**src/hw/sa_ctrl_pkg.sv**
```systemverilog
// Job phase enumeration and load phase beat count
package sa_ctrl_pkg;

	// Phases of one job in the order they run
	typedef enum logic [2:0] {
		PH_IDLE,
		PH_LOAD_X,
		PH_LOAD_K,
		PH_LOAD_V,
		PH_OUT
	} sa_phase_e;

	// One full 8x8 matrix per load phase
	localparam int beats_per_phase = 64;

endpackage

```
**src/hw/sa_sequencer.sv**
```systemverilog
// Phase FSM, row and column counters, job length capture
`timescale 1ns/1ps

module sa_sequencer #(
	parameter int dim = 8
) (
	input  logic                   k_clk,
	input  logic                   rst_n,
	input  logic                   in_valid,
	input  logic [3:0]             t_len,
	output sa_ctrl_pkg::sa_phase_e phase,
	output logic [2:0]             row,
	output logic [2:0]             col,
	output logic                   x_write
);
	import sa_ctrl_pkg::*;

	sa_phase_e  phase_nxt;
	logic [3:0] t_q;
	logic [2:0] row_last;
	logic       col_last;
	logic       beat_last;

	assign col_last = (col == 3'(dim - 1));

	// Output phase only walks the rows of the job
	assign row_last = (phase == PH_OUT) ? 3'(t_q - 4'd1) : 3'(dim - 1);

	// Load phases always take a full matrix of beats
	assign beat_last = (phase == PH_OUT) ? (col_last && (row == row_last))
		: ({row, col} == 6'(beats_per_phase - 1));

	// X rows past the job length are never written
	assign x_write = (phase == PH_LOAD_X) && ({1'b0, row} < t_q);

	always_comb begin
		phase_nxt = phase;
		case (phase)
			PH_IDLE: begin
				if (in_valid) begin
					phase_nxt = PH_LOAD_X;
				end
			end
			PH_LOAD_X: begin
				if (beat_last) begin
					phase_nxt = PH_LOAD_K;
				end
			end
			PH_LOAD_K: begin
				if (beat_last) begin
					phase_nxt = PH_LOAD_V;
				end
			end
			PH_LOAD_V: begin
				if (beat_last) begin
					phase_nxt = PH_OUT;
				end
			end
			PH_OUT: begin
				if (beat_last) begin
					phase_nxt = PH_IDLE;
				end
			end
			default: begin
				phase_nxt = PH_IDLE;
			end
		endcase
	end

	always_ff @(posedge k_clk or negedge rst_n) begin
		if (!rst_n) begin
			phase <= PH_IDLE;
			t_q   <= 4'd8;
			row   <= '0;
			col   <= '0;
		end else begin
			phase <= phase_nxt;
			if (phase == PH_IDLE) begin
				// Length taken from the first beat
				if (in_valid) begin
					t_q <= t_len;
				end
				row <= '0;
				col <= '0;
			end else begin
				col <= col_last ? 3'd0 : col + 3'd1;
				if (col_last) begin
					row <= (row == row_last) ? 3'd0 : row + 3'd1;
				end
			end
		end
	end

endmodule

```
**config.mk**
```make
export PLATFORM = sky130hd
export DESIGN_NAME = sa_sequencer
export DESIGN_NICKNAME = d
export VERILOG_FILES = /design/src/hw/sa_ctrl_pkg.sv /design/src/hw/sa_sequencer.sv
export SDC_FILE = /design/constraint.sdc
export NUM_CORES = 1
export LEC_CHECK = 0
export ABC_CLOCK_PERIOD_IN_PS = 2150
export BUFFER_PORTS_ARGS = -buffer_cell sky130_fd_sc_hd__buf_4
export CAP_MARGIN = 20
export CORE_UTILIZATION = 50
export CTS_CLUSTER_DIAMETER = 60
export DETAILED_ROUTE_END_ITERATION = 8
export PLACE_DENSITY = 0.74
export SYNTH_ARGS = -nofsm -noshare
export SYNTH_HDL_FRONTEND = slang
export SYNTH_SLANG_ARGS = --single-unit
```
**constraint.sdc**
```tcl
create_clock -name k_clk -period 2.15 [get_ports k_clk]
set_input_delay 0.43 -clock k_clk [delete_from_list [all_inputs] [get_ports k_clk]]
set_output_delay 0.43 -clock k_clk [all_outputs]
set_load 0.03 [all_outputs]
```
==> impl_metrics.csv, run 1 <==
group,metric,value,unit
layout,fin_area,990,µm²
worst_hold_path,min_delay_path_depth,3,
layout,instances_no_fill,113,
layout,fillCellCount,107,
timing,finalMaxSlewViolations,0,
power_and_ir_drop,combPwrFrac,54.6,%
die,rows,13,
detailed_routing,viasPerCell,5.90,
die,die_w,41.7,µm
worst_hold_path,worst_hold_path_type,"input port to flip-flop",
worst_setup_path,worstPathCellList,"inv_2, ha_1, a21o_1, a21oi_2, nor2_1, nor4b_4, buf_4",
die,ios,17,
global_routing,antenna_found_initial,0,
layout,layout-drive-gt1-share,33.7,%
clock_tree,clk_transition_reported_paths,80,ps
worst_setup_path,crit_required,1720,ps
detailed_routing,ant_nets,0,
synthesis,ys_seq_area_share,41.5,%
power_and_ir_drop,p_int,681,µW
power_and_ir_drop,power.density,1200,mW/mm²
synthesis,syn_nets,90,
placement,gp_congestion,0.773,
placement,io_buffers,16,
die,core_area,0.00138,mm²
synthesis,syn_area,787,µm²
timing,rsz0062_at_grt,"yes",
run_status,status,"complete, but fails checks",
run_status,violations,"setup timing",
clock_tree,clk_latency,280,ps
worst_setup_path,critPathBufInv,2,
power_and_ir_drop,report.power.total,1.19,mW
detailed_routing,drt_iter0_drc,7,
power_and_ir_drop,pwr-share-seq,32.3,%
placement,place_area,950,µm²
detailed_routing,drc,0,
timing,whs,347,ps
job,cap_viol_max_count,0,
placement,hpwl,1.19,mm
power_and_ir_drop,ir_worst_vdd,0.980,mV
placement,dp.cells,108,
timing,skew,3.27,ps
power_and_ir_drop,p_leak,0.449,nW
worst_setup_path,max_stage_delay,350,ps
worst_setup_path,critPathLaunchType,"flip-flop",
synthesis,synth_top_area_share,38.2,%
clock_tree,cts_setup_buffers,0,
die,dieArea,0.00174,mm²
detailed_routing,wirelength,1.74,mm
global_routing,overflow,0,
worst_setup_path,path_max_fanout,3,
worst_setup_path,critical_path.top_delay_family,"flip-flops",
timing,slew_headroom,71.9,%
synthesis,synthCells,77,
detailed_routing,first_pass_iters,4,
synthesis,ys_ff_latch,13,
clock_tree,cts_buffers,3,
layout,antenna_cells,0,
timing,hold_viol,0,
timing,setup_ws,-2.94,ps
die,start_util,56.9,%
worst_setup_path,cp.arrival,1720,ps
timing,worstMarginPinSlew,421,ps
power_and_ir_drop,p_clk_share,13.2,%
clock_tree,cts_root_buf,"clkbuf_4",
timing,period_share,100,%
detailed_routing,num_vias,667,
synthesis,synth_cell_types,37,
layout,finalNetCount,112,
placement,pre_cts_ws,300,ps
clock_tree,htreeDepth,1,
detailed_routing,wl_per_cell,15.4,µm
layout,fin_util,71.6,%
worst_setup_path,reg2reg_depth,7,
die,die_y,41.7,µm
timing,max_freq,464,MHz
synthesis,avgSynthCellArea,10.2,µm²
worst_setup_path,slowest_stage,"dfrtp_1",
synthesis,ys_warn_count,0,
global_routing,grt_pass1_wl,2.87,mm
timing,fin_tns_setup,-2.94,ps
worst_setup_path,critical_path_class,"flip-flop to output port",
synthesis,ys_top_cells_by_area,"dfrtp_1, ha_1, dfstp_2",
global_routing,grt_pass1_vias,646,
layout,synthToLayoutAreaGrowth,25.8,%
global_routing,grt_max_degree,14,
timing,setup_viol,1,
worst_setup_path,worstSetupEndpointType,"output port",
power_and_ir_drop,switchingPower,509,µW
clock_tree,cts_tree,"yes",
synthesis,yosysTopAreaCell,"dfrtp_1",
clock_tree,clock_path_buffers,2,
worst_setup_path,cp.depth,7,
clock_tree,cts_sinks,13,
power_and_ir_drop,switching_share,42.8,%
timing,finalCriticalPeriod,2150,ps
global_routing,grt_usage,21.8,%
[cell usage after synthesis (all sizes together)]
| library cell | count |
|---|---|
| mux2 | 1 |
| nand3b | 3 |
| nand3 | 1 |
| and2 | 1 |
| a21o | 1 |
| nor2b | 1 |
| buf | 1 |
| nand4bb | 1 |
| a221oi | 1 |
| xnor2 | 2 |
| ha | 6 |
| nor4 | 1 |
| dfstp | 1 |
| o31ai | 2 |
| o21ai | 6 |
| and3 | 2 |
| a32oi | 1 |
| xor2 | 2 |
| nor4b | 1 |
| nand2 | 6 |
| or3 | 1 |
| nor3 | 2 |
| inv | 4 |
| o22ai | 1 |
| a21oi | 3 |
| nor3b | 3 |
| nand4 | 2 |
| nand2b | 1 |
| dfrtp | 12 |
| clkbuf | 2 |
| nor2 | 5 |
[logic make-up (layout without fill, tap and decap cells)]
family                     after synthesis  after routing  synth area share (%)
and+or+nand+nor                         31             31                  25.8
adders and majority gates                6              6                  9.54
buffers and inverters                    7             28                  3.65
xor gates and xnor gates                 4              4                  4.45
DFF                                     13             13                  41.5
muxes                                    1              1                  1.43
AOI/OAI and AO/OA                       15             15                  13.7
[registers in the layout, indices dropped and copies added (netlist names)]
signal,flops
col,3
row,3
t_q,4
phase,3
[worst register-to-register path, delay by kind of cell (launching register included)]
family | cells | cell delay (ps)
buf+inv | 1 | 80
fa+ha+maj | 1 | 340
xor+xnor | 1 | 140
compound gates | 4 | 690
flops | 1 | 420
[repair_timing]
item / CTS / global route
endpoints found under the setup margin: 1 / 1
pin swaps: 3 / 0
hold buffers: 1 / 0
resized for setup: 1 / 1
endpoints found under the hold margin: 12 / 0
[final cells by class]
class / count / area, µm² / area share [%]
clock buffers: 4 / 26.3 / 2.65
inverters: 4 / 15.0 / 1.52
multi-input cells: 57 / 450 / 45.5
flip-flops and latches: 13 / 327 / 33.0
well taps: 15 / 18.8 / 1.90
repair buffers: 20 / 153 / 15.4
[routing by layer]
metal  up-vias  wire length (µm)  global-route usage (%)
met5         -                 0                       0
met4         0                40                    12.3
met3         6                68                    3.91
met2        14               798                    33.1
met1       326               827                    29.2
li1        321                 -                       -
[power groups by stage]
stage	clock network, mW	registers, mW	logic [mW]
finish	0.156	0.384	0.649
global route	0.173	0.393	0.704
CTS	0.165	0.383	0.632
detailed placement	0	0.387	0.625
global placement	0	0.382	0.611
floorplan	0	0.498	0.306
[placed cells by master, fill, tap and decap left out, types with 2 or more instances in the layout]
cell type  netlist  final
buf_4            0     19
dfrtp_1         12     12
nand2_1          6      6
ha_1             6      6
o21ai_0          5      5
nor2_1           4      4
inv_1            4      3
nand3b_1         3      3
clkbuf_4         0      3
nor3b_1          2      2
and3_1           2      2
xnor2_1          2      2
xor2_1           2      2
a21oi_1          3      2
nand4_1          2      2
[worst paths after layout]
kind,from,endpoint,slack (ps)
worst min-delay path,t_len[2],t_q[2]$_DFFE_PN0P_,350
worst max register to register,t_q[0]$_DFFE_PN0P_,phase[2]$_DFFE_PN0P_,370
max in group asynchronous,rst_n,t_q[3]$_DFFE_PN1P_,1380
min in group asynchronous,rst_n,t_q[1]$_DFFE_PN0P_,530
worst max-delay path,t_q[1]$_DFFE_PN0P_,x_write,-3
worst min register to register,col[0]$_DFF_PN0_,col[0]$_DFF_PN0_,470
Note: power is estimated with default switching activity, not from simulation.
==> run 2, diff against run 1 <==
--- a/config.mk
+++ b/config.mk
@@ -8,10 +8,10 @@
 export ABC_CLOCK_PERIOD_IN_PS = 2150
 export BUFFER_PORTS_ARGS = -buffer_cell sky130_fd_sc_hd__buf_4
 export CAP_MARGIN = 20
-export CORE_UTILIZATION = 50
+export CORE_UTILIZATION = 51
 export CTS_CLUSTER_DIAMETER = 60
 export DETAILED_ROUTE_END_ITERATION = 8
-export PLACE_DENSITY = 0.74
+export PLACE_DENSITY_LB_ADDON = 0.2
 export SYNTH_ARGS = -nofsm -noshare
 export SYNTH_HDL_FRONTEND = slang
 export SYNTH_SLANG_ARGS = --single-unit
==> impl_metrics.csv, run 2 (synthesis gave the netlist of run 1 again) <==
group,metric,value,unit
worst_setup_path,path_max_fanout,2,
die,die_y,41.3,µm
clock_tree,clk_latency,280,ps
die,rows,13,
timing,finalMaxSlewViolations,0,
power_and_ir_drop,report.power.total,1.19,mW
global_routing,grt_max_degree,14,
clock_tree,clk_transition_reported_paths,80,ps
layout,most-common-layout-cells,"buf_4, dfrtp_1, nand2_1, ha_1, o21ai_0",
die,die_w,41.3,µm
layout,layout-drive-gt1-share,34.3,%
layout,antenna_cells,0,
timing,setup_viol,0,
die,core_area,0.00137,mm²
power_and_ir_drop,ir_worst_vdd,0.812,mV
global_routing,use_met2,37.9,%
detailed_routing,drt_iter0_drc,12,
layout,fillCellCount,100,
clock_tree,cts_buffers,3,
worst_setup_path,cp.depth,6,
timing,finalCriticalPeriod,2140,ps
placement,place_area,942,µm²
placement,dp.cells,107,
worst_hold_path,min_delay_path_depth,2,
power_and_ir_drop,p_leak,0.454,nW
global_routing,overflow,0,
clock_tree,cts_sinks,13,
power_and_ir_drop,power.density,1200,mW/mm²
worst_setup_path,crit_required,1720,ps
worst_setup_path,critPathBufInv,1,
job,cap_viol_max_count,0,
worst_setup_path,reg2reg_depth,7,
die,dieArea,0.00170,mm²
global_routing,grt_pass1_vias,560,
detailed_routing,first_pass_iters,4,
detailed_routing,num_vias,668,
timing,rsz0062_at_grt,"yes",
detailed_routing,drc,0,
global_routing,use_met3,4.89,%
layout,top_register,"t_q",
detailed_routing,wl_per_cell,15.2,µm
worst_setup_path,worstSetupEndpointType,"output port",
global_routing,grt_usage,23.3,%
worst_setup_path,cp.arrival,1710,ps
clock_tree,clock_path_buffers,2,
detailed_routing,ant_nets,0,
layout,fin_area,998,µm²
worst_setup_path,slowest_stage,"dfrtp_1",
layout,synthToLayoutAreaGrowth,26.9,%
clock_tree,cts_root_buf,"clkbuf_4",
layout,instances_no_fill,114,
die,start_util,57.6,%
worst_setup_path,critical_path.top_delay_family,"flip-flops",
global_routing,met1_usage,29.0,%
global_routing,grt-busiest-layer,"met2",
timing,worstMarginPinSlew,418,ps
placement,gp_congestion,0.776,
global_routing,antenna_found_initial,0,
worst_setup_path,critical_path_class,"flip-flop to output port",
worst_hold_path,worst_hold_path_type,"input port to flip-flop",
timing,fin_tns_setup,0,ps
worst_setup_path,critPathLaunchType,"flip-flop",
layout,mostFrequentLayoutCell,"buf_4",
timing,hold_viol,0,
placement,hpwl,1.28,mm
global_routing,grt_pass1_wl,2.46,mm
die,ios,17,
timing,slew_headroom,72.1,%
worst_setup_path,worstPathCellList,"ha_1, a21o_1, a21oi_1, nor2_1, nor4b_4, buf_6",
run_status,status,"completed",
timing,skew,3.30,ps
clock_tree,cts_tree,"yes",
layout,largest_register_ffs,4,
timing,max_freq,467,MHz
worst_setup_path,max_stage_delay,390,ps
timing,period_share,99.5,%
placement,io_buffers,16,
detailed_routing,viasPerCell,5.86,
detailed_routing,wirelength,1.73,mm
clock_tree,htreeDepth,1,
layout,finalNetCount,113,
==> run 2: path summary, 6_finish.rpt <==
check                              startpoint                    to  slack, ps
min                                  t_len[3]    t_q[3]$_DFFE_PN1P_        380
max                        row[1]$_DFFE_PN0P_               x_write         10
max reg2reg                t_q[0]$_DFFE_PN0P_  phase[2]$_DFFE_PN0P_        210
max in group asynchronous               rst_n    t_q[3]$_DFFE_PN1P_       1400
min reg2reg                  col[0]$_DFF_PN0_      col[0]$_DFF_PN0_        500
min in group asynchronous               rst_n    row[0]$_DFFE_PN0P_        520
==> run 2: timing repair <==
action,CTS,global route
setup endpoints to repair,1,1
hold buffers,1,0
resized for setup,1,2
setup buffers,1,1
hold endpoints to repair,12,0
==> run 2: layout make-up <==
class	count	area, µm²	area share [%]
clock buffers	4	26.3	2.63
inverters	4	15.0	1.50
multi-input cells	57	447	44.7
flip-flops and latches	13	328	32.8
well taps	15	18.8	1.88
repair buffers	21	164	16.4
==> run 2: per-stage QoR <==
stage | hold slack (ps) | util (%) | worst slack [ps]
floorplan | 134 | - | 17.5
global placement | 283 | 69.0 | 263
detailed placement | 282 | 69.0 | 232
CTS | 365 | 72.3 | 0.497
global route | 391 | 73.1 | -53.7
finish | 382 | 73.1 | 9.71
==> run 2: power breakdown <==
group / total (mW) / leakage, nW / internal [mW] / switching (mW)
Clock: 0.155 / 0.0150 / 0.0721 / 0.0833
Combinational: 0.651 / 0.278 / 0.291 / 0.360
Sequential: 0.388 / 0.161 / 0.328 / 0.0600
Total: 1.19 / 0.454 / 0.691 / 0.503
==> run 2: layer usage <==
metal	routed length [µm]	part of all wire (%)	vias up
li1	-	-	327
met1	755	44	323
met2	884	51	13
met3	57	3.3	5
met4	37	2.1	0
met5	0	0	-
==> run 3, diff against run 2 <==
--- a/config.mk
+++ b/config.mk
@@ -5,10 +5,10 @@
 export SDC_FILE = /design/constraint.sdc
 export NUM_CORES = 1
 export LEC_CHECK = 0
-export ABC_CLOCK_PERIOD_IN_PS = 2150
+export ABC_CLOCK_PERIOD_IN_PS = 2700
 export BUFFER_PORTS_ARGS = -buffer_cell sky130_fd_sc_hd__buf_4
 export CAP_MARGIN = 20
-export CORE_UTILIZATION = 51
+export CORE_UTILIZATION = 55
 export CTS_CLUSTER_DIAMETER = 60
 export DETAILED_ROUTE_END_ITERATION = 8
 export PLACE_DENSITY_LB_ADDON = 0.2
==> constraint.sdc (replaced) <==
create_clock -name k_clk -period 2.7 [get_ports k_clk]
set_input_delay 0.54 -clock k_clk [delete_from_list [all_inputs] [get_ports k_clk]]
set_output_delay 0.54 -clock k_clk [all_outputs]
set_load 0.03 [all_outputs]
==> impl_metrics.csv, run 3 (synthesis gave the netlist of run 1 again) <==
group,metric,value,unit
worst_setup_path,r2r_slack,920,ps
power_and_ir_drop,p_leak,0.418,nW
global_routing,grt_pass1_wl,2.26,mm
global_routing,grt_max_degree,14,
worst_setup_path,reg2reg_depth,7,
worst_setup_path,critPathBufInv,1,
layout,multi_input_area,438,µm²
placement,gp_congestion,0.805,
global_routing,grt_pass1_vias,520,
global_routing,overflow,0,
worst_setup_path,worstPathCellList,"ha_1, a21o_1, a21oi_1, nor2_1, nor4b_2, buf_4",
worst_setup_path,critical_path_class,"flip-flop to output port",
timing,hold_viol,0,
layout,top_register,"t_q",
timing,max_freq,411,MHz
layout,antenna_cells,0,
timing,finalCriticalPeriod,2430,ps
detailed_routing,met2WireLength,605,µm
clock_tree,ctsResizeCount,0,
layout,synthToLayoutAreaGrowth,20.0,%
layout,fillCellCount,101,
die,dieArea,0.00159,mm²
worst_hold_path,worst_hold_path_type,"input port to asynchronous set/reset pin",
die,ios,17,
die,rows,13,
detailed_routing,wirelength,1.42,mm
clock_tree,cts_root_buf,"clkbuf_4",
timing,skew,7.34,ps
placement,io_buffers,16,
worst_setup_path,worstSetupEndpointType,"output port",
detailed_routing,drc,0,
die,start_util,59.7,%
timing,worstMarginPinSlew,382,ps
layout,layout-drive-gt1-share,29.8,%
die,die_w,39.8,µm
placement,dp.cells,105,
detailed_routing,viasPerCell,5.68,
clock_tree,cts_tree,"yes",
layout,mostFrequentLayoutCell,"buf_4",
timing,finalMaxSlewViolations,0,
clock_tree,cts_buffers,3,
run_status,status,"completed",
timing,setup_viol,0,
power_and_ir_drop,ir_worst_vdd,0.618,mV
layout,largest_register_ffs,4,
detailed_routing,drt_iter0_drc,15,
timing,slew_headroom,74.5,%
detailed_routing,wl_met3,77,µm
placement,hpwl,1.03,mm
detailed_routing,first_pass_iters,4,
job,cap_viol_max_count,0,
detailed_routing,ant_nets,0,
global_routing,grt_usage,21.9,%
clock_tree,clock_path_buffers,2,
global_routing,antenna_found_initial,0,
timing,period_share,90.1,%
clock_tree,clk_latency,270,ps
worst_setup_path,cp.arrival,1890,ps
layout,instances_no_fill,109,
timing,fin_tns_setup,0,ps
timing,rsz0062_at_grt,"no",
detailed_routing,num_vias,619,
clock_tree,clk_transition_reported_paths,80,ps
die,core_area,0.00132,mm²
worst_setup_path,path_max_fanout,9,
worst_setup_path,crit_path_start,"row[1]$_DFFE_PN0P_",
worst_setup_path,r2r_start,"t_q[0]$_DFFE_PN0P_",
worst_setup_path,crit_required,2160,ps
clock_tree,htreeDepth,1,
clock_tree,cts_setup_buffers,0,
layout,most-common-layout-cells,"buf_4, dfrtp_1, nand2_1, ha_1, o21ai_0",
clock_tree,hold_buffers,0,
die,die_y,39.8,µm
detailed_routing,m1WireLength,720,µm
layout,finalNetCount,108,
worst_setup_path,critPathLaunchType,"flip-flop",
worst_setup_path,critical_path.top_delay_family,"flip-flops",
worst_setup_path,reg2reg_to,"phase[2]$_DFFE_PN0P_",
worst_setup_path,max_stage_delay,500,ps
worst_setup_path,slowest_stage,"dfrtp_1",
detailed_routing,top_layer_used,"met4",
power_and_ir_drop,power.density,931,mW/mm²
detailed_routing,wl_per_cell,13.0,µm
clock_tree,cts_sinks,13,
layout,seqCellArea,327,µm²
==> run 3: changes by cell type in the layout (fill, tap and decap cells not counted), sizes merged <==
cell / delta
buf: -4
dlygate4sd3: -1
==> run 3: through the flow <==
step | cell area, µm² | setup WS (ps) | hold WS (ps) | power (mW) | utilization [%]
floorplan | 793 | 291 | 244 | 0.633 | -
finish | 945 | 266 | 94.8 | 0.880 | 71.7
global placement | 918 | 636 | 393 | 0.755 | 69.7
detailed placement | 918 | 581 | 393 | 0.766 | 69.7
global route | 945 | 163 | 89.4 | 0.949 | 71.7
CTS | 945 | 274 | 94.4 | 0.886 | 71.7
==> run 3: area by class of cell <==
cell class                 instances  area share [%]
clock buffer                       4            2.78
inverter                           4            1.59
multi-input combinational         57            46.4
sequential                        13            34.6
tap                               15            1.99
timing repair buffer              16            12.7
==> run 3: worst register-to-register path: stages, from the launching register on <==
cell	delay (ps)
dfrtp_1	400
inv_1	70
ha_1	340
xnor2_1	130
o21ai_0	220
a32oi_2	120
o31ai_1	260
o21ai_0	110
==> run 3: worst max-delay path by stage <==
stage	to	depth (start not counted)
3_3_place_gp	x_write	6
2_1_floorplan	x_write	5
3_5_place_dp	x_write	6
5_1_grt	x_write	6
4_1_cts	x_write	6
6_report	x_write	6
==> run 3: routing by layer <==
layer,global-route usage [%],vias to the layer above
met5,0,-
met4,2.59,0
met3,8.52,2
met2,33.2,16
met1,29.8,284
li1,-,317
==> run 3: report_power, final <==
group	internal (mW)	switching, mW
Clock	0.0572	0.0587
Combinational	0.192	0.236
Sequential	0.260	0.0753
Total	0.510	0.370
